<file path="src/logic/switch_ctl_pkg.sv">
// switch control shared definitions
// register widths and map, output modes, SPI frame lengths and the
// bit layout of the conditioning vector
package switch_ctl_pkg;

  localparam int WORD_BITS = 32;
  localparam int ADDR_BITS = 7;
  localparam int COND_BITS = 29;

  typedef logic [WORD_BITS-1:0] reg_word_t;
  typedef logic [ADDR_BITS-1:0] reg_addr_t;
  typedef logic [COND_BITS-1:0] conditioning_t;

  // what the conditioning vector carries
  typedef enum logic [1:0] {
    MODE_ZERO    = 2'd0,
    MODE_ONES    = 2'd1,
    MODE_PATTERN = 2'd2,
    MODE_DIRECT  = 2'd3
  } output_mode_t;

  // register map
  localparam reg_addr_t ADDR_SPI_MUX = 7'd1;
  localparam reg_addr_t ADDR_MODE    = 7'd2;
  localparam reg_addr_t ADDR_DIRECT  = 7'd3;

  // header byte then 32 data bits, msb first
  localparam int FRAME_BITS  = 40;
  localparam int HEADER_BITS = 8;

  // conditioning vector layout, group widths and lsb positions
  localparam int MUX_W          = 4;
  localparam int MON_W          = 8;
  localparam int ADC_W          = 4;
  localparam int COND_AZ_LSB    = 0;
  localparam int COND_HI_LSB    = 4;
  localparam int COND_HI2_LSB   = 8;
  localparam int COND_PC_BIT    = 12;
  localparam int COND_LED_BIT   = 13;
  localparam int COND_MON_LSB   = 14;
  localparam int COND_ADC_LSB   = 22;
  localparam int COND_LATCH_BIT = 26;
  localparam int COND_MEAS_BIT  = 27;
  localparam int COND_IRQ_BIT   = 28;

endpackage

</file>
<file path="src/logic/control_regs.sv">
// control register bank
// holds the chain enable, output mode and direct conditioning value,
// writes take effect the cycle after wr_valid, reads are combinational
`timescale 1ns/1ps

module control_regs (
  input  logic                          clk,
  input  logic                          reset,
  input  logic                          wr_valid,
  input  switch_ctl_pkg::reg_addr_t     wr_addr,
  input  switch_ctl_pkg::reg_word_t     wr_data,
  input  switch_ctl_pkg::reg_addr_t     rd_addr,
  output switch_ctl_pkg::reg_word_t     rd_data,
  output logic                          chain_en,
  output switch_ctl_pkg::output_mode_t  mode,
  output switch_ctl_pkg::conditioning_t direct
);

  // only the used bits of each register are stored
  logic                          spi_mux_q;
  switch_ctl_pkg::output_mode_t  mode_q;
  switch_ctl_pkg::conditioning_t direct_q;

  //////////////////////////////////////////////////////////////////////
  // write side

  always_ff @(posedge clk)
  begin
    if (reset)
    begin
      spi_mux_q <= 1'b0;
      mode_q    <= switch_ctl_pkg::MODE_ZERO;
      direct_q  <= '0;
    end
    else if (wr_valid)
    begin
      case (wr_addr)
        // bit 0 enables the 4094 chain
        switch_ctl_pkg::ADDR_SPI_MUX:
          spi_mux_q <= wr_data[0];
        switch_ctl_pkg::ADDR_MODE:
          mode_q <= switch_ctl_pkg::output_mode_t'(wr_data[1:0]);
        switch_ctl_pkg::ADDR_DIRECT:
          direct_q <= wr_data[switch_ctl_pkg::COND_BITS-1:0];
        default:
        begin
          // writes to unmapped addresses are dropped
          spi_mux_q <= spi_mux_q;
        end
      endcase
    end
  end

  //////////////////////////////////////////////////////////////////////
  // read side, zero extended, unmapped reads zero

  always_comb
  begin
    rd_data = '0;
    case (rd_addr)
      switch_ctl_pkg::ADDR_SPI_MUX:
        rd_data[0] = spi_mux_q;
      switch_ctl_pkg::ADDR_MODE:
        rd_data[1:0] = mode_q;
      switch_ctl_pkg::ADDR_DIRECT:
        rd_data[switch_ctl_pkg::COND_BITS-1:0] = direct_q;
      default:
        rd_data = '0;
    endcase
  end

  assign chain_en = spi_mux_q;
  assign mode     = mode_q;
  assign direct   = direct_q;

endmodule

</file>
<file path="src/logic/output_select.sv">
// conditioning output selector
// free-running test pattern and a registered four-way choice between
// zeros, ones, the pattern and the direct register value
`timescale 1ns/1ps

module output_select (
  input  logic                          clk,
  input  logic                          reset,
  input  switch_ctl_pkg::output_mode_t  mode,
  input  switch_ctl_pkg::conditioning_t direct,
  output switch_ctl_pkg::conditioning_t cond
);

  switch_ctl_pkg::conditioning_t pattern_q;
  switch_ctl_pkg::conditioning_t cond_q;

  //////////////////////////////////////////////////////////////////////
  // test pattern

  // counts every clk, wraps at 2^29
  always_ff @(posedge clk)
  begin
    if (reset)
      pattern_q <= '0;
    else
      pattern_q <= pattern_q + 1'b1;
  end

  //////////////////////////////////////////////////////////////////////
  // mode select

  // registered so the pins never glitch on a mode change,
  // pins follow mode or direct one clk later
  always_ff @(posedge clk)
  begin
    if (reset)
    begin
      cond_q <= '0;
    end
    else
    begin
      case (mode)
        switch_ctl_pkg::MODE_ZERO:
          cond_q <= '0;
        switch_ctl_pkg::MODE_ONES:
          cond_q <= '1;
        switch_ctl_pkg::MODE_PATTERN:
          cond_q <= pattern_q;
        switch_ctl_pkg::MODE_DIRECT:
          cond_q <= direct;
        default:
          cond_q <= '0;
      endcase
    end
  end

  assign cond = cond_q;

endmodule

</file>
<file path="src/logic/spi_reg_slave.sv">
// oversampled SPI register slave
// decodes 40 bit frames (header byte plus 32 data bits) into register
// writes and shifts the addressed register out on miso for reads
`timescale 1ns/1ps

module spi_reg_slave (
  input  logic                       clk,
  input  logic                       reset,
  input  logic                       spi_clk,
  input  logic                       spi_cs_n,
  input  logic                       spi_mosi,
  input  switch_ctl_pkg::reg_word_t  rd_data,
  output logic                       miso,
  output logic                       wr_valid,
  output switch_ctl_pkg::reg_addr_t  wr_addr,
  output switch_ctl_pkg::reg_word_t  wr_data,
  output switch_ctl_pkg::reg_addr_t  rd_addr
);

  // bit counter wide enough to see a frame longer than 40 bits
  localparam int CNT_W = $clog2(switch_ctl_pkg::FRAME_BITS + 1);
  localparam logic [CNT_W-1:0] CNT_FRAME    = CNT_W'(switch_ctl_pkg::FRAME_BITS);
  localparam logic [CNT_W-1:0] CNT_HDR_LAST = CNT_W'(switch_ctl_pkg::HEADER_BITS - 1);

  typedef enum logic [1:0] {
    ST_IDLE,
    ST_HEADER,
    ST_DATA
  } state_t;

  state_t                     state_q;
  logic [1:0]                 clk_sync_q;
  logic [1:0]                 cs_sync_q;
  logic [1:0]                 mosi_sync_q;
  logic                       clk_d_q;
  logic                       cs_d_q;
  logic                       clk_rise;
  logic                       clk_fall;
  logic                       cs_start;
  logic                       cs_end;
  logic [CNT_W-1:0]           bit_cnt_q;
  logic                       hdr_done_q;
  logic [switch_ctl_pkg::HEADER_BITS-1:0] hdr_q;
  switch_ctl_pkg::reg_word_t  data_q;
  switch_ctl_pkg::reg_word_t  rd_shift_q;
  logic                       is_write;

  //////////////////////////////////////////////////////////////////////
  // pin synchronizers and edge detect

  always_ff @(posedge clk)
  begin
    if (reset)
    begin
      clk_sync_q  <= '0;
      cs_sync_q   <= 2'b11;
      mosi_sync_q <= '0;
      clk_d_q     <= 1'b0;
      cs_d_q      <= 1'b1;
    end
    else
    begin
      clk_sync_q  <= {clk_sync_q[0], spi_clk};
      cs_sync_q   <= {cs_sync_q[0], spi_cs_n};
      mosi_sync_q <= {mosi_sync_q[0], spi_mosi};
      clk_d_q     <= clk_sync_q[1];
      cs_d_q      <= cs_sync_q[1];
    end
  end

  assign clk_rise = clk_sync_q[1] & ~clk_d_q;
  assign clk_fall = ~clk_sync_q[1] & clk_d_q;
  // chip select is active low
  assign cs_start = ~cs_sync_q[1] & cs_d_q;
  assign cs_end   = cs_sync_q[1] & ~cs_d_q;

  // header msb is the write flag
  assign is_write = hdr_q[switch_ctl_pkg::HEADER_BITS-1];

  //////////////////////////////////////////////////////////////////////
  // frame FSM, bit count and commit

  always_ff @(posedge clk)
  begin
    if (reset)
    begin
      state_q    <= ST_IDLE;
      bit_cnt_q  <= '0;
      hdr_done_q <= 1'b0;
      wr_valid   <= 1'b0;
      miso       <= 1'b0;
    end
    else
    begin
      wr_valid   <= 1'b0;
      hdr_done_q <= 1'b0;
      if (cs_end)
      begin
        state_q <= ST_IDLE;
        miso    <= 1'b0;
        // only an exact 40 bit write frame commits
        if (state_q == ST_DATA && bit_cnt_q == CNT_FRAME && is_write)
          wr_valid <= 1'b1;
      end
      else if (cs_start)
      begin
        state_q   <= ST_HEADER;
        bit_cnt_q <= '0;
        miso      <= 1'b0;
      end
      else
      begin
        case (state_q)
          ST_HEADER:
          begin
            if (clk_rise)
            begin
              bit_cnt_q <= bit_cnt_q + 1'b1;
              if (bit_cnt_q == CNT_HDR_LAST)
              begin
                state_q    <= ST_DATA;
                hdr_done_q <= 1'b1;
              end
            end
          end
          ST_DATA:
          begin
            // saturate so an overlong frame never wraps back to 40
            if (clk_rise && bit_cnt_q != '1)
              bit_cnt_q <= bit_cnt_q + 1'b1;
            if (clk_fall)
              miso <= rd_shift_q[switch_ctl_pkg::WORD_BITS-1];
          end
          default:
          begin
            bit_cnt_q <= bit_cnt_q;
          end
        endcase
      end
    end
  end

  //////////////////////////////////////////////////////////////////////
  // header, write data and read shifters

  always_ff @(posedge clk)
  begin
    if (state_q == ST_HEADER && clk_rise && !cs_end)
      hdr_q <= {hdr_q[switch_ctl_pkg::HEADER_BITS-2:0], mosi_sync_q[1]};
    if (state_q == ST_DATA && clk_rise && !cs_end)
      data_q <= {data_q[switch_ctl_pkg::WORD_BITS-2:0], mosi_sync_q[1]};
    // rd_data answers the header address one cycle after it completes
    if (hdr_done_q)
      rd_shift_q <= is_write ? '0 : rd_data;
    else if (state_q == ST_DATA && clk_fall)
      rd_shift_q <= {rd_shift_q[switch_ctl_pkg::WORD_BITS-2:0], 1'b0};
  end

  // address and data hold steady from frame end until the next frame
  assign rd_addr = hdr_q[switch_ctl_pkg::ADDR_BITS-1:0];
  assign wr_addr = hdr_q[switch_ctl_pkg::ADDR_BITS-1:0];
  assign wr_data = data_q;

endmodule

</file>
<file path="src/logic/spi_route.sv">
// SPI routing to the 4094 chain
// passes clock and data to the chain while its chip select is low and
// the chain is enabled, and picks the source of the MISO pin
`timescale 1ns/1ps

module spi_route #(
  parameter bit STROBE_ACTIVE_HIGH = 1'b1
) (
  input  logic spi_clk,
  input  logic spi_cs2_n,
  input  logic spi_mosi,
  input  logic chain_en,
  input  logic chain_return,
  input  logic slave_miso,
  output logic chain_clk,
  output logic chain_data,
  output logic chain_strobe,
  output logic miso
);

  logic chain_active;

  // second chip select is active low and gated by the mux register
  assign chain_active = ~spi_cs2_n & chain_en;

  //////////////////////////////////////////////////////////////////////
  // chain side

  // clock and data held low while the chain is idle
  assign chain_clk  = chain_active & spi_clk;
  assign chain_data = chain_active & spi_mosi;

  // 4094 strobe follows the chip select at the board polarity
  generate
    if (STROBE_ACTIVE_HIGH)
    begin : g_strobe_high
      assign chain_strobe = chain_active;
    end
    else
    begin : g_strobe_low
      assign chain_strobe = ~chain_active;
    end
  endgenerate

  //////////////////////////////////////////////////////////////////////
  // MISO source

  // chain return line when the chain owns the bus,
  // register slave otherwise
  assign miso = chain_active ? chain_return : slave_miso;

endmodule

</file>
<file path="src/logic/switch_ctl_top.sv">
// switch control top level
// SPI register slave, register bank, 4094 chain routing and the
// conditioning output selector, with the vector split onto named pins
`timescale 1ns/1ps

module switch_ctl_top #(
  parameter bit STROBE_ACTIVE_HIGH = 1'b1
) (
  input  logic                             clk,
  input  logic                             reset,
  input  logic                             spi_clk,
  input  logic                             spi_cs_n,
  input  logic                             spi_cs2_n,
  input  logic                             spi_mosi,
  input  logic                             chain_return,
  output logic                             spi_miso,
  output logic                             chain_clk,
  output logic                             chain_data,
  output logic                             chain_strobe,
  output logic [switch_ctl_pkg::MUX_W-1:0] az_mux,
  output logic [switch_ctl_pkg::MUX_W-1:0] hi_mux,
  output logic [switch_ctl_pkg::MUX_W-1:0] hi_mux2,
  output logic                             pc_sw,
  output logic                             led,
  output logic [switch_ctl_pkg::MON_W-1:0] monitor,
  output logic [switch_ctl_pkg::ADC_W-1:0] adc_sw,
  output logic                             cmpr_latch,
  output logic                             meas_complete,
  output logic                             spi_interrupt
);

  logic                          wr_valid;
  switch_ctl_pkg::reg_addr_t     wr_addr;
  switch_ctl_pkg::reg_word_t     wr_data;
  switch_ctl_pkg::reg_addr_t     rd_addr;
  switch_ctl_pkg::reg_word_t     rd_data;
  logic                          slave_miso;
  logic                          chain_en;
  switch_ctl_pkg::output_mode_t  mode;
  switch_ctl_pkg::conditioning_t direct;
  switch_ctl_pkg::conditioning_t cond;

  //////////////////////////////////////////////////////////////////////
  // register access

  spi_reg_slave spi_reg_slave_inst (
    .clk      (clk),
    .reset    (reset),
    .spi_clk  (spi_clk),
    .spi_cs_n (spi_cs_n),
    .spi_mosi (spi_mosi),
    .rd_data  (rd_data),
    .miso     (slave_miso),
    .wr_valid (wr_valid),
    .wr_addr  (wr_addr),
    .wr_data  (wr_data),
    .rd_addr  (rd_addr)
  );

  control_regs control_regs_inst (
    .clk      (clk),
    .reset    (reset),
    .wr_valid (wr_valid),
    .wr_addr  (wr_addr),
    .wr_data  (wr_data),
    .rd_addr  (rd_addr),
    .rd_data  (rd_data),
    .chain_en (chain_en),
    .mode     (mode),
    .direct   (direct)
  );

  // raw pins go straight to the chain, no synchronizers on this path
  spi_route #(
    .STROBE_ACTIVE_HIGH (STROBE_ACTIVE_HIGH)
  ) spi_route_inst (
    .spi_clk      (spi_clk),
    .spi_cs2_n    (spi_cs2_n),
    .spi_mosi     (spi_mosi),
    .chain_en     (chain_en),
    .chain_return (chain_return),
    .slave_miso   (slave_miso),
    .chain_clk    (chain_clk),
    .chain_data   (chain_data),
    .chain_strobe (chain_strobe),
    .miso         (spi_miso)
  );

  //////////////////////////////////////////////////////////////////////
  // conditioning outputs

  output_select output_select_inst (
    .clk    (clk),
    .reset  (reset),
    .mode   (mode),
    .direct (direct),
    .cond   (cond)
  );

  // mux groups are {en, a2, a1, a0}
  assign az_mux        = cond[switch_ctl_pkg::COND_AZ_LSB +: switch_ctl_pkg::MUX_W];
  assign hi_mux        = cond[switch_ctl_pkg::COND_HI_LSB +: switch_ctl_pkg::MUX_W];
  assign hi_mux2       = cond[switch_ctl_pkg::COND_HI2_LSB +: switch_ctl_pkg::MUX_W];
  assign pc_sw         = cond[switch_ctl_pkg::COND_PC_BIT];
  assign led           = cond[switch_ctl_pkg::COND_LED_BIT];
  assign monitor       = cond[switch_ctl_pkg::COND_MON_LSB +: switch_ctl_pkg::MON_W];
  assign adc_sw        = cond[switch_ctl_pkg::COND_ADC_LSB +: switch_ctl_pkg::ADC_W];
  assign cmpr_latch    = cond[switch_ctl_pkg::COND_LATCH_BIT];
  assign meas_complete = cond[switch_ctl_pkg::COND_MEAS_BIT];
  assign spi_interrupt = cond[switch_ctl_pkg::COND_IRQ_BIT];

endmodule

</file>
<file path="config.mk">
export PLATFORM = sky130hd
export DESIGN_NAME = switch_ctl_top
export DESIGN_NICKNAME = d
export VERILOG_FILES = /design/src/logic/switch_ctl_pkg.sv /design/src/logic/control_regs.sv /design/src/logic/output_select.sv /design/src/logic/spi_reg_slave.sv /design/src/logic/spi_route.sv /design/src/logic/switch_ctl_top.sv
export SDC_FILE = /design/constraint.sdc
export NUM_CORES = 1
export LEC_CHECK = 0
export BUFFER_PORTS_ARGS = -buffer_cell sky130_fd_sc_hd__buf_2
export CAP_MARGIN = 10
export CORE_MARGIN = 1
export CORE_UTILIZATION = 52
export DETAILED_ROUTE_END_ITERATION = 7
export PLACE_DENSITY = 0.72
export REMOVE_ABC_BUFFERS = 1
export SYNTH_ARGS = -nofsm -noshare
export SYNTH_HDL_FRONTEND = slang
export SYNTH_HIERARCHICAL = 1
export SYNTH_SLANG_ARGS = --single-unit
</file>
<file path="constraint.sdc">
create_clock -name clk -period 2.25 [get_ports clk]
set_input_delay 0.225 -clock clk [delete_from_list [all_inputs] [get_ports clk]]
set_output_delay 0.225 -clock clk [all_outputs]
set_load 0.02 [all_outputs]
</file>
# ---- Yosys cells after proc, flatten, opt, wreduce, memory -nomap -nowiden
# Cells that the tools add are included.
dict set report word_totals {
  register_bits 178
  input_bits 7
  output_inout_bits 33
  elab_cells 93
}
dict set report classes {
  add_sub_neg 2
  eq_ne 13
  muxes 18
  n_bitwise 15
  reduce_logical 26
}
# cell count
set ops {}
lappend ops {{one-hot mux 29 bit (4 select lines)} 1}
lappend ops {{2-to-1 mux 32 bit} 2}
lappend ops {{adder 29 x 1 -> 29 bit (second input constant)} 1}
lappend ops {{2-to-1 mux 29 bit} 1}
lappend ops {{2-to-1 mux 27 bit} 1}
lappend ops {{2-to-1 mux 6 bit} 3}
lappend ops {{== test 7 x 2 -> 1 bit (second input constant)} 2}
lappend ops {{one-hot mux 6 bit (2 select lines)} 1}
lappend ops {{logical AND 1 bit} 8}
lappend ops {{inverter 1 bit} 8}
lappend ops {{AND reduction 2 bit} 4}
lappend ops {{nonzero test 2 bit} 4}
lappend ops {{AND 1 bit} 7}
lappend ops {{== test 7 x 1 -> 1 bit (second input constant)} 1}
lappend ops {{2-to-1 mux 1 bit} 7}
lappend ops {{adder 6 x 1 -> 6 bit (second input constant)} 1}
lappend ops {{== test 2 bit (second input constant)} 3}
lappend ops {{== test 6 x 3 -> 1 bit (second input constant)} 1}
lappend ops {{== test 6 bit (second input constant)} 1}
lappend ops {{inequality test 6 bit (second input constant)} 1}
lappend ops {{AND reduction 3 bit} 2}
lappend ops {{OR reduction 5 bit} 1}
lappend ops {{== test 2 x 1 -> 1 bit (second input constant)} 2}
lappend ops {{AND reduction 4 bit} 1}
lappend ops {{9 further kinds} 10}

# ---- Longest topological paths before layout
# Gate-level depths: netlist of run 1.
dict set report logic_depth {
  depth_word 6
  depth_mapped 8
  depth_no_buf 5
}

# ---- Cells and area by module
# The synthesis of run 1 kept the hierarchy.
# module n_inst cells_each area_per_inst_um2 seq_area_each_um2
set modules_own_cells {}
lappend modules_own_cells {spi_reg_slave 1 274 3507.1 2542.4}
lappend modules_own_cells {output_select 1 280 2372.3 1161.1}
lappend modules_own_cells {control_regs 1 184 1746.7 640.6}
lappend modules_own_cells {spi_route 1 4 43.8 0.0}

# ---- Worst setup path after synthesis of run 1
# No wires, ideal clock.
dict set report synth_timing {
  path_kind {register to register}
  start {reg spi_reg_slave_inst.state_q[1]}
  end {reg spi_reg_slave_inst.data_q[0] (netlist: spi_reg_slave_inst/wr_data[0]), enable pin}
  setup_ps 421
  arrival_time_ps 1967
  required_time_ps 1829
  path_slack_ps -138
  stages_incl_launch_ff 3
  path_buffers 0
  period_less_slack_ps 2388
  cell_sequence {dfxtp_1 -> or2b_1 -> nor2_1}
}
dict set report synth_via {
  elab_chain_len 3
}
# element line
set synth_lines {}
lappend synth_lines {{from (decl)} spi_reg_slave.sv:31} ;# state_t state_q;
lappend synth_lines {{from (signal assigned)} spi_reg_slave.sv:87} ;# state_q <= ST_IDLE;
lappend synth_lines {{from (signal assigned)} spi_reg_slave.sv:99} ;# state_q <= ST_IDLE;
lappend synth_lines {{from (signal assigned)} spi_reg_slave.sv:107} ;# state_q <= ST_HEADER;
lappend synth_lines {{== test 2 bit} spi_reg_slave.sv:150} ;# if (state_q == ST_DATA && clk_rise && !cs_end)
lappend synth_lines {{logical AND 1 bit (2 in series)} spi_reg_slave.sv:150}
lappend synth_lines {{to (signal assigned)} spi_reg_slave.sv:151} ;# data_q <= {data_q[switch_ctl_pkg::WORD_BITS-2:0], mosi_sync_q[1]};
lappend synth_lines {{to (decl)} spi_reg_slave.sv:44} ;# switch_ctl_pkg::reg_word_t data_q;
# No other way between the ends.
# A chain may end at the register's enable or synchronous reset.

# ---- Worst setup path after layout of run 1
dict set report layout_timing {
  start {reg output_select_inst.pattern_q[3]}
  end {reg output_select_inst.pattern_q[27]}
}
dict set report layout_via {
  elab_chain_len 1
}
# element line
set layout_lines {}
lappend layout_lines {{from (decl)} output_select.sv:14} ;# switch_ctl_pkg::conditioning_t pattern_q;
lappend layout_lines {{from (signal assigned)} output_select.sv:26} ;# pattern_q <= pattern_q + 1'b1;
lappend layout_lines {{adder 29 x 1 -> 29 bit} output_select.sv:26}
# No other way between the ends.

==> impl_results.md, run 1 <==
* WP data required at 2.61 ns
* Clk_skew at 0.00963 ns
* Combinational group share of total power at 1.6%
* Status: complete, no violations
* CTS root buf: clkbuf_16
* Setup WS post-layout at 0.241 ns
* CTS clk-pin slew, worst paths at 0.07 ns
* Register-to-register setup slack at 0.24 ns
* # DRC at 0
* Clock network fraction of total power at 44.6%
* Iter 0 DRT Violations at 341
* RSZ-0062 raised after global routing: false
* Port Buffers at 39
* Synthesized area at 7580 um^2
* Die Area at 15100 um^2
* Sw frac at 21.7%
* WP data arrival at 2.37 ns
* Wirelength per Cell at 15.7 um
* Psw at 1.35 mW
* CP cell instances: nand4_1 > or4_4 > or4_1 > a21oi_1
* Post-Route WL at 14900 um
* Worst setup path class: flip-flop to flip-flop
* Cells after Synth at 739
* Sequential power share at 53.8%
* Delay-heaviest family, CP: simple AND/OR/NAND/NOR gates
* CTS tree: yes
* Power Dens Cells at 740 nW/um^2
* Multi-input gate area at 2860 um^2
* Gr ovfl total at 0
* CP endpoint kind: flip-flop
* Largest net degree at the start of global routing at 45
* Fin crit share at 89.3%
* Die height at 123 um
* Setup_tns at 0 ns
* Worst hold slack at 0.0205 ns
* DP Area at 7830 um^2
* Drt pass-1 iters at 4
* Syn Area/Cell at 10.3 um^2
* Fin crit period at 2.01 ns
* Internal at 4.87 mW
* Count of final max-slew check failures at 0
* Endpoints failing setup at 0
* Min-delay worst type: input pin to flip-flop
* NumNets Final at 769
* Num CTS Buffers at 17
* Post-Place Worst Slack at 0.269 ns
* Antenna-violating nets left at 0
* Post-CTS Setup Inserts at 0
* Core ar. at 14000 um^2
* I/O pins at 40
* Worst-skew pair later-pin latency at 0.43 ns
* Clock net sink count at 178
* Final Power at 6.21 mW
* Vias/cell at 5.35
* Crit path max-delay cell type: or4_4
* Sum of buffers and inverters on the critical path at 0
* Least-Margin Pin Slew at 0.618 ns
* Register area at 4250 um^2
* Starting Density at 54.0%
* Max_slew headroom at 58.7%
* Clock Path Buffers at 2
* Fin area at 8400 um^2
* Placer Congestion at 0.777
* H-tree Lvls at 4
* Max-cap viol count at 0
* Total Routing Usage GR at 21.1%
* Fillers at 1205
* Post-DP HPWL at 9610 um
* Vias at 5090
* DIE WIDTH at 123 um
* Worst Path Max Fanout at 11
* Via count of the first global-routing pass at 4898
* Worst setup SP type: flip-flop
* F_max at 498 MHz
* Initial antenna violation count at 0
* First-pass GRT wire length at 24100 um
* Yosys Warn Count at 6
* VDD IR max at 0.647 mV
* Layout area overhead at 10.8%
* # rows at 43
* Leakage power at 3.09 nW
* Largest stage delay on the critical path at 0.60 ns
* Diodes inserted at 0
* Share of cells above drive strength 1 at 15.3%
* Final hold violations at 0
==> placed cells by master, fill, tap and decap left out, types with 5 or more instances in the layout <==
cell / count
a21oi_1: 43
and2_1: 29
buf_2: 38
buf_4: 15
clkbuf_16: 18
dfxtp_1: 109
edfxtp_1: 69
inv_1: 40
inv_4: 5
mux2_2: 5
mux2i_1: 35
nand2_1: 39
nand2b_1: 61
nand3_1: 10
nand3b_1: 5
nand4_1: 11
nor2_1: 57
nor2b_1: 13
nor3_1: 33
nor4_1: 6
o21ai_0: 38
or2_2: 5
or3_1: 7
xnor2_1: 12
==> layer usage <==
layer / wire length [um] / global-route usage [%] / vias up
li1: - / - / 2533
met1: 6990 / 27.7 / 2433
met2: 7100 / 34.1 / 105
met3: 536 / 3.72 / 19
met4: 274 / 8.99 / 0
met5: 0 / 0 / -
==> path summary, 6_finish.rpt <==
check                                  start                                 to  depth (start not counted)
max          output_select_inst/pattern_q[3]   output_select_inst/pattern_q[27]                          4
min                                 spi_mosi  spi_reg_slave_inst/mosi_sync_q[0]                          2
max reg2reg  output_select_inst/pattern_q[3]   output_select_inst/pattern_q[27]                          4
min reg2reg  spi_reg_slave_inst/cs_sync_q[0]    spi_reg_slave_inst/cs_sync_q[1]                          1
==> power groups by stage <==
stage | registers (mW) | clock network (mW) | logic [mW]
floorplan | 3.41 | 0 | 0.0492
global placement | 3.41 | 0 | 0.0952
detailed placement | 3.42 | 0 | 0.0987
CTS | 3.34 | 2.83 | 0.101
global route | 3.34 | 2.97 | 0.112
finish | 3.34 | 2.77 | 0.101
==> cell type report <==
cell class / count / area share (%)
sequential: 178 / 50.6
timing repair buffer: 57 / 4.32
inverter: 40 / 1.79
tap: 180 / 2.68
multi-input combinational: 465 / 34.0
clock buffer: 18 / 5.36
clock inverter: 14 / 1.18
==> flip-flops by register name, indices dropped and copies added, names as in the netlist <==
| register | cells |
|---|---|
| spi_reg_slave_inst/cs_d_q | 1 |
| spi_reg_slave_inst/wr_valid | 1 |
| spi_reg_slave_inst/hdr_q | 8 |
| spi_reg_slave_inst/clk_d_q | 1 |
| spi_reg_slave_inst/mosi_sync_q | 2 |
| spi_reg_slave_inst/bit_cnt_q | 6 |
| control_regs_inst/direct | 29 |
| spi_reg_slave_inst/clk_sync_q | 2 |
| spi_reg_slave_inst/rd_shift_q | 32 |
| spi_reg_slave_inst/wr_data | 29 |
| spi_reg_slave_inst/cs_sync_q | 2 |
| spi_reg_slave_inst/miso | 1 |
| output_select_inst/cond | 29 |
| control_regs_inst/chain_en | 1 |
| control_regs_inst/mode | 2 |
| output_select_inst/pattern_q | 29 |
| spi_reg_slave_inst/state_q | 2 |
| spi_reg_slave_inst/hdr_done_q | 1 |
==> through the flow <==
stage          std cells  util [%]
5_1_grt              952      59.8
3_5_place_dp         918      55.8
3_3_place_gp         918      55.8
2_1_floorplan        683         -
6_report             952      59.8
4_1_cts              952      59.8
==> timing repair <==
item,4_1_cts,5_1_grt
hold buffers,2,0
gates resized for setup,0,0
endpoints found under the hold margin,2,0
Note: power is estimated with default switching activity, not from simulation.
==> run 2: changes to the inputs <==
BUFFER_PORTS_ARGS = -buffer_cell sky130_fd_sc_hd__buf_4   (was -buffer_cell sky130_fd_sc_hd__buf_2)
==> run 2 against run 1 <==
Compared with the run above:
- worst setup slack got worse by 0.054 ns
- combinational power increased by 8%
- sequential power about the same
- total power increased by 3.2%
- wire length increased by 0.72%
- sequential share of layout area decreased by 0.99 points
- cell area increased by 2.0%
- first-iteration DRC count increased by 2.6%
- critical path depth unchanged
- clock power increased by 7%
- die area unchanged
==> impl_results.md, run 2 (synthesis gave the netlist of run 1 again) <==
* Clock Path Buffers at 2 (unchanged)
* Antenna-violating nets left at 0 (unchanged)
* CTS resizes at 0 (unchanged)
* Die height at 123 um (unchanged)
* CTS clk-pin slew, worst paths at 0.07 ns (about the same)
* Num CTS Buffers at 17 (unchanged)
* Worst-skew pair later-pin latency at 0.43 ns (about the same)
* Iter 0 DRT Violations at 350 (was 341)
* Vias at 5154 (was 5090)
* Largest net degree at the start of global routing at 53 (was 45)
* CTS root buf: clkbuf_16 (unchanged)
* Fin crit share at 91.7% (was 89.3%)
* Setup WS post-layout at 0.187 ns (was 0.241 ns)
* Top layer in use: met4 (unchanged)
* Power Dens Cells at 748 nW/um^2 (was 740 nW/um^2)
* Worst Path Max Fanout at 11 (unchanged)
* Endpoints failing setup at 0 (unchanged)
* Post-DP HPWL at 9540 um (was 9610 um)
* Worst setup SP type: flip-flop (unchanged)
* Most flop-heavy register: spi_reg_slave_inst/rd_shift_q (unchanged)
* Die Area at 15100 um^2 (unchanged)
* Routed length on met2 at 7140 um (was 7100 um)
* Drt pass-1 iters at 5 (was 4)
* Fillers at 1107 (was 1205)
* Via count of the first global-routing pass at 4898 (unchanged)
* I/O pins at 40 (unchanged)
* DIE WIDTH at 123 um (unchanged)
* Wirelength per Cell at 15.7 um (about the same)
* Gr ovfl total at 0 (unchanged)
* Core ar. at 14000 um^2 (unchanged)
* DRT met1 WL at 7030 um (was 6990 um)
* Status: complete, no violations (unchanged)
* Metal3 WL at 615 um (was 536 um)
* Most common cell after layout, fill and taps aside: dfxtp_1 (unchanged)
* WP data arrival at 2.42 ns (was 2.37 ns)
* First-pass GRT wire length at 23900 um (was 24100 um)
* Post-CTS Setup Inserts at 0 (unchanged)
* Max-cap viol count at 0 (unchanged)
* Number of flip-flops in the largest register at 32 (unchanged)
* Fin crit period at 2.06 ns (was 2.01 ns)
* Highest-count cells in the layout ignoring fill and taps: 109 x dfxtp_1, 69 x edfxtp_1, 61 x nand2b_1, 57 x nor2_1, 54 x buf_4 (was 109 x dfxtp_1, 69 x edfxtp_1, 61 x nand2b_1, 57 x nor2_1, 43 x a21oi_1)
* Vias/cell at 5.40 (was 5.35)
* Clock net sink count at 178 (unchanged)
* Layout area overhead at 13.0% (was 10.8%)
* WP data required at 2.60 ns (was 2.61 ns)
* Post-Route WL at 15000 um (was 14900 um)
* Worst hold slack at 0.0265 ns (was 0.0205 ns)
* Count of final max-slew check failures at 0 (unchanged)
* RSZ-0062 raised after global routing: false (unchanged)
* # rows at 43 (unchanged)
* Worst setup path class: flip-flop to flip-flop (unchanged)
* CP cell instances: nand4_1 > or4_4 > or4_1 > a21oi_1 (unchanged)
* CTS tree: yes (unchanged)
* Crit path max-delay cell type: or4_4 (unchanged)
* Total Routing Usage GR at 20.9% (was 21.1%)
* Diodes inserted at 0 (unchanged)
* Min-delay worst type: input pin to flip-flop (unchanged)
* Delay-heaviest family, CP: simple AND/OR/NAND/NOR gates (unchanged)
* Sum of buffers and inverters on the critical path at 0 (unchanged)
* CP endpoint kind: flip-flop (unchanged)
* Leakage power at 3.12 nW (was 3.09 nW)
* VDD IR max at 0.609 mV (was 0.647 mV)
* Placer Congestion at 0.773 (was 0.777)
* # DRC at 0 (unchanged)
* Largest stage delay on the critical path at 0.61 ns (was 0.60 ns)
* Share of cells above drive strength 1 at 15.2% (was 15.3%)
* Post-Place Worst Slack at 0.235 ns (was 0.269 ns)
* F_max at 485 MHz (was 498 MHz)
* H-tree Lvls at 4 (unchanged)
* Final hold violations at 0 (unchanged)
* Initial antenna violation count at 0 (unchanged)
* # hold bufs at CTS at 2 (unchanged)
* Clk_skew at 0.0115 ns (was 0.00963 ns)
* NumNets Final at 771 (was 769)
* Port Buffers at 39 (unchanged)
* Starting Density at 54.0% (unchanged)
==> run 2: cell count changes in the layout (fill, tap and decap cells not counted), sizes merged <==
cell,previous run,this run
buf,55,57
bufinv,0,2
clkbuf,18,21
clkinv,6,3
clkinvlp,0,1
inv,48,45
==> run 2: worst reg2reg max path: stages, from the launching register on <==
cell	delay, ns
dfxtp_1	0.45
nand4_1	0.22
or4_4	0.61
or4_1	0.53
a21oi_1	0.17
==> run 2: worst paths after layout <==
check | startpoint | endpoint | slack [ns] | cells past startpoint
worst max register to register | output_select_inst/pattern_q[3] | output_select_inst/pattern_q[27] | 0.19 | 4
worst min-delay path | spi_mosi | spi_reg_slave_inst/mosi_sync_q[0] | 0.03 | 2
worst min register to register | spi_reg_slave_inst/cs_sync_q[0] | spi_reg_slave_inst/cs_sync_q[1] | 0.42 | 1
worst max-delay path | output_select_inst/pattern_q[3] | output_select_inst/pattern_q[27] | 0.19 | 4
==> run 2: area by class of cell <==
type,instances,area (um^2),area share [%]
well taps,180,225,2.63
flip-flops and latches,178,4250,49.7
multi-input cells,465,2860,33.4
clock buffers,21,472,5.51
clock inverters,11,123,1.43
repair buffers,59,485,5.67
inverters,40,150,1.75
==> run 2: metal layers <==
layer  track usage, %  vias to the layer above
li1                 -                     2536
met2             34.9                      113
met1             26.2                     2488
met3             5.07                       17
met5                0                        -
met4             7.70                        0
==> run 2: through the flow <==
step / cell area (um^2) / power [mW] / utilization, % / std cells / TNS, ns
after floorplan: 7260 / 3.46 / - / 683 / -0.245
after global placement: 7950 / 3.52 / 56.6 / 920 / 0
after detailed placement: 7950 / 3.52 / 56.6 / 920 / 0
after CTS: 8570 / 6.48 / 61.0 / 954 / 0
after global routing: 8570 / 6.61 / 61.0 / 954 / 0
final: 8570 / 6.41 / 61.0 / 954 / 0
==> run 2: power by group <==
part / internal [mW] / total [mW] / switching (mW)
Clock: 1.74 / 2.96 / 1.22
Combinational: 0.0520 / 0.109 / 0.0567
Sequential: 3.33 / 3.34 / 0.0103
==> run 3: changes to the inputs <==
RECOVER_POWER = 100   (was not set)
REMOVE_ABC_BUFFERS = not set   (was 1)
==> run 3 against run 2 <==
Compared with the run above:
- sequential share of layout area up 1.4 points
- die area is the same
- clock power hardly changed
- combinational power down 11%
- count of clock-buffer cells in the layout grew 1
- the run now ends with capacitance limit, slew limit left
- non-clock buffer count fell by 4
- hold slack got worse by 0.015 ns
- critical endpoint unchanged
- cell count down 0.42%
==> impl_results.md, run 3 (synthesis gave the netlist of run 1 again) <==
* Largest net degree at the start of global routing at 103 (was 53)
* Least-Margin Pin Slew at 1.71 ns
* # rows at 43 (unchanged)
* Antenna-violating nets left at 0 (unchanged)
* Count of final max-slew check failures at 103 (was 0)
* CTS clk-pin slew, worst paths at 0.06 ns (was 0.07 ns)
* Clock Path Buffers at 2 (unchanged)
* Vias/cell at 5.36 (was 5.40)
* H-tree Lvls at 4 (unchanged)
* CTS root buf: clkbuf_16 (unchanged)
* Failing checks: capacitance limit, slew limit
* Start point of the critical path: output_select_inst/pattern_q[3] (unchanged)
* Gr ovfl total at 0 (unchanged)
* Combinational group share of total power at 1.5% (was 1.7%)
* Layout area overhead at 9.92% (was 13.0%)
* Leakage power at 2.94 nW (was 3.12 nW)
* CTS resizes at 0 (unchanged)
* CP cell instances: nand4_1 > or4_4 > or4_1 > a21oi_1 (unchanged)
* Post-Route WL at 14500 um (was 15000 um)
* Hold EP: spi_reg_slave_inst/clk_sync_q[0] (was spi_reg_slave_inst/mosi_sync_q[0])
* Worst Path Max Fanout at 11 (unchanged)
* Diodes inserted at 0 (unchanged)
* Total Routing Usage GR at 20.6% (was 20.9%)
* Core ar. at 14000 um^2 (unchanged)
* I/O pins at 40 (unchanged)
* Num CTS Buffers at 17 (unchanged)
* CTS tree: yes (unchanged)
* Status: complete, but fails checks (was complete, no violations)
* Clk_skew at 0.00649 ns (was 0.0115 ns)
* Register-to-register setup slack at 0.16 ns (was 0.19 ns)
* R2R Path End: output_select_inst/pattern_q[27] (unchanged)
* DIE WIDTH at 123 um (unchanged)
* Most common cell after layout, fill and taps aside: dfxtp_1 (unchanged)
* Share of cells above drive strength 1 at 9.48% (was 15.2%)
* Post-DP HPWL at 9330 um (was 9540 um)
* WHS Path Cells at 2 (unchanged)
* Max_slew headroom at -13.9%
* WP data required at 2.56 ns (was 2.60 ns)
* Highest-count cells in the layout ignoring fill and taps: 109 x dfxtp_1, 69 x edfxtp_1, 61 x nand2b_1, 58 x nor2_1, 43 x a21oi_1 (was 109 x dfxtp_1, 69 x edfxtp_1, 61 x nand2b_1, 57 x nor2_1, 54 x buf_4)
* F_max at 478 MHz (was 485 MHz)
* Die height at 123 um (unchanged)
* Worst setup path class: flip-flop to flip-flop (unchanged)
* Fin crit period at 2.09 ns (was 2.06 ns)
* Most flop-heavy register: spi_reg_slave_inst/rd_shift_q (unchanged)
* Clock net sink count at 178 (unchanged)
* Wirelength per Cell at 15.2 um (was 15.7 um)
* Worst-skew pair later-pin latency at 0.43 ns (about the same)
* Final Non-Filler Cells at 950 (was 954)
* FF-to-FF Start: output_select_inst/pattern_q[3] (unchanged)
* Final hold violations at 0 (unchanged)
* Initial antenna violation count at 0 (unchanged)
* Clock network fraction of total power at 46.0% (was 46.1%)
* R2R depth at 4 (unchanged)
* Placed instance count at 917 (was 920)
* Delay-heaviest family, CP: simple AND/OR/NAND/NOR gates (unchanged)
* RSZ-0062 raised after global routing: false (unchanged)
* Placer Congestion at 0.819 (was 0.773)
* Die Area at 15100 um^2 (unchanged)
* Setup_tns at 0 ns (unchanged)
* # DRC at 0 (unchanged)
* Via count of the first global-routing pass at 4954 (was 4898)
* Vias at 5091 (was 5154)
* Iter 0 DRT Violations at 369 (was 350)
* Hold Path Origin: spi_clk (was spi_mosi)
* WP data arrival at 2.40 ns (was 2.42 ns)
* Fin crit share at 92.9% (was 91.7%)
* Endpoints failing setup at 0 (unchanged)
* Number of flip-flops in the largest register at 32 (unchanged)
* Port Buffers at 39 (unchanged)
* First-pass GRT wire length at 23800 um (was 23900 um)
* Sum of buffers and inverters on the critical path at 0 (unchanged)
* Internal at 5.13 mW (was 5.12 mW)
* Power Dens Cells at 766 nW/um^2 (was 748 nW/um^2)
* Sw frac at 19.6% (was 20.1%)
* CP endpoint kind: flip-flop (unchanged)
* VDD IR max at 0.678 mV (was 0.609 mV)
* Sequential power share at 52.4% (was 52.2%)
* Min-delay worst type: input pin to flip-flop (unchanged)
* Worst setup SP type: flip-flop (unchanged)
* Starting Density at 54.0% (unchanged)
* Largest stage delay on the critical path at 0.61 ns (about the same)
* Crit path max-delay cell type: or4_4 (unchanged)
* Psw at 1.25 mW (was 1.29 mW)
* NumNets Final at 767 (was 771)
* Max-cap viol count at 1 (was 0)
* Drt pass-1 iters at 5 (unchanged)
[run 3: changes by cell type in the layout (fill, tap and decap cells not counted), sizes merged]
cell	previous run	this run
dlygate4sd3	2	1
buf	57	14
inv	45	41
clkbuf	21	62
clkinv	3	6
[run 3: routing by layer]
layer	vias up	GRT usage, %	wire length, um
li1	2531	-	-
met2	101	33.6	6800
met3	25	4.60	588
met5	-	0	0
met1	2434	26.5	6820
met4	0	8.54	260
[run 3: per-stage QoR]
step	worst slack [ns]	total power [mW]	utilization [%]	instance area, um^2	hold WS, ns
final	0.160	6.38	59.3	8330	0.0111
after floorplan	0.393	3.49	-	7590	0.329
after CTS	0.197	6.42	60.7	8520	0.00262
after global routing	0.0867	6.57	59.3	8330	0.00712
after detailed placement	0.263	3.51	56.4	7920	0.400
after global placement	0.325	3.51	56.4	7920	0.392
[run 3: what timing repair did]
action / 4_1_cts / 5_1_grt
buffers inserted: 0 / 0
endpoints found under the hold margin: 1 / 0
hold buffers: 1 / 0
[run 3: worst register-to-register path: stages (launching register included)]
cell and delay [ns]:
dfxtp_1 0.43, nand4_1 0.23, or4_4 0.61, or4_1 0.52, a21oi_1 0.19
[run 3: cell type report]
class,count,area [um^2]
multi-input combinational,465,2840
clock inverter,10,105
clock buffer,22,485
timing repair buffer,55,277
tap,180,225
inverter,40,150
sequential,178,4250
fill,1165,5710
[run 3: how the worst max path moves through the flow]
stage / end / cells past startpoint / slack, ns
after floorplan: output_select_inst/pattern_q[23] / 5 / 0.39
after global placement: output_select_inst/pattern_q[27] / 4 / 0.33
after detailed placement: output_select_inst/pattern_q[27] / 4 / 0.26
after CTS: output_select_inst/pattern_q[27] / 4 / 0.20
after global routing: output_select_inst/pattern_q[27] / 4 / 0.09
final: output_select_inst/pattern_q[27] / 4 / 0.16
[run 3: power groups by stage]
stage               combinational [mW]  sequential [mW]  clock (mW)
finish                          0.0971             3.35        2.94
CTS                              0.100             3.35        2.97
floorplan                       0.0816             3.41           0
detailed placement              0.0985             3.42           0
global route                     0.109             3.34        3.12
global placement                0.0948             3.41           0
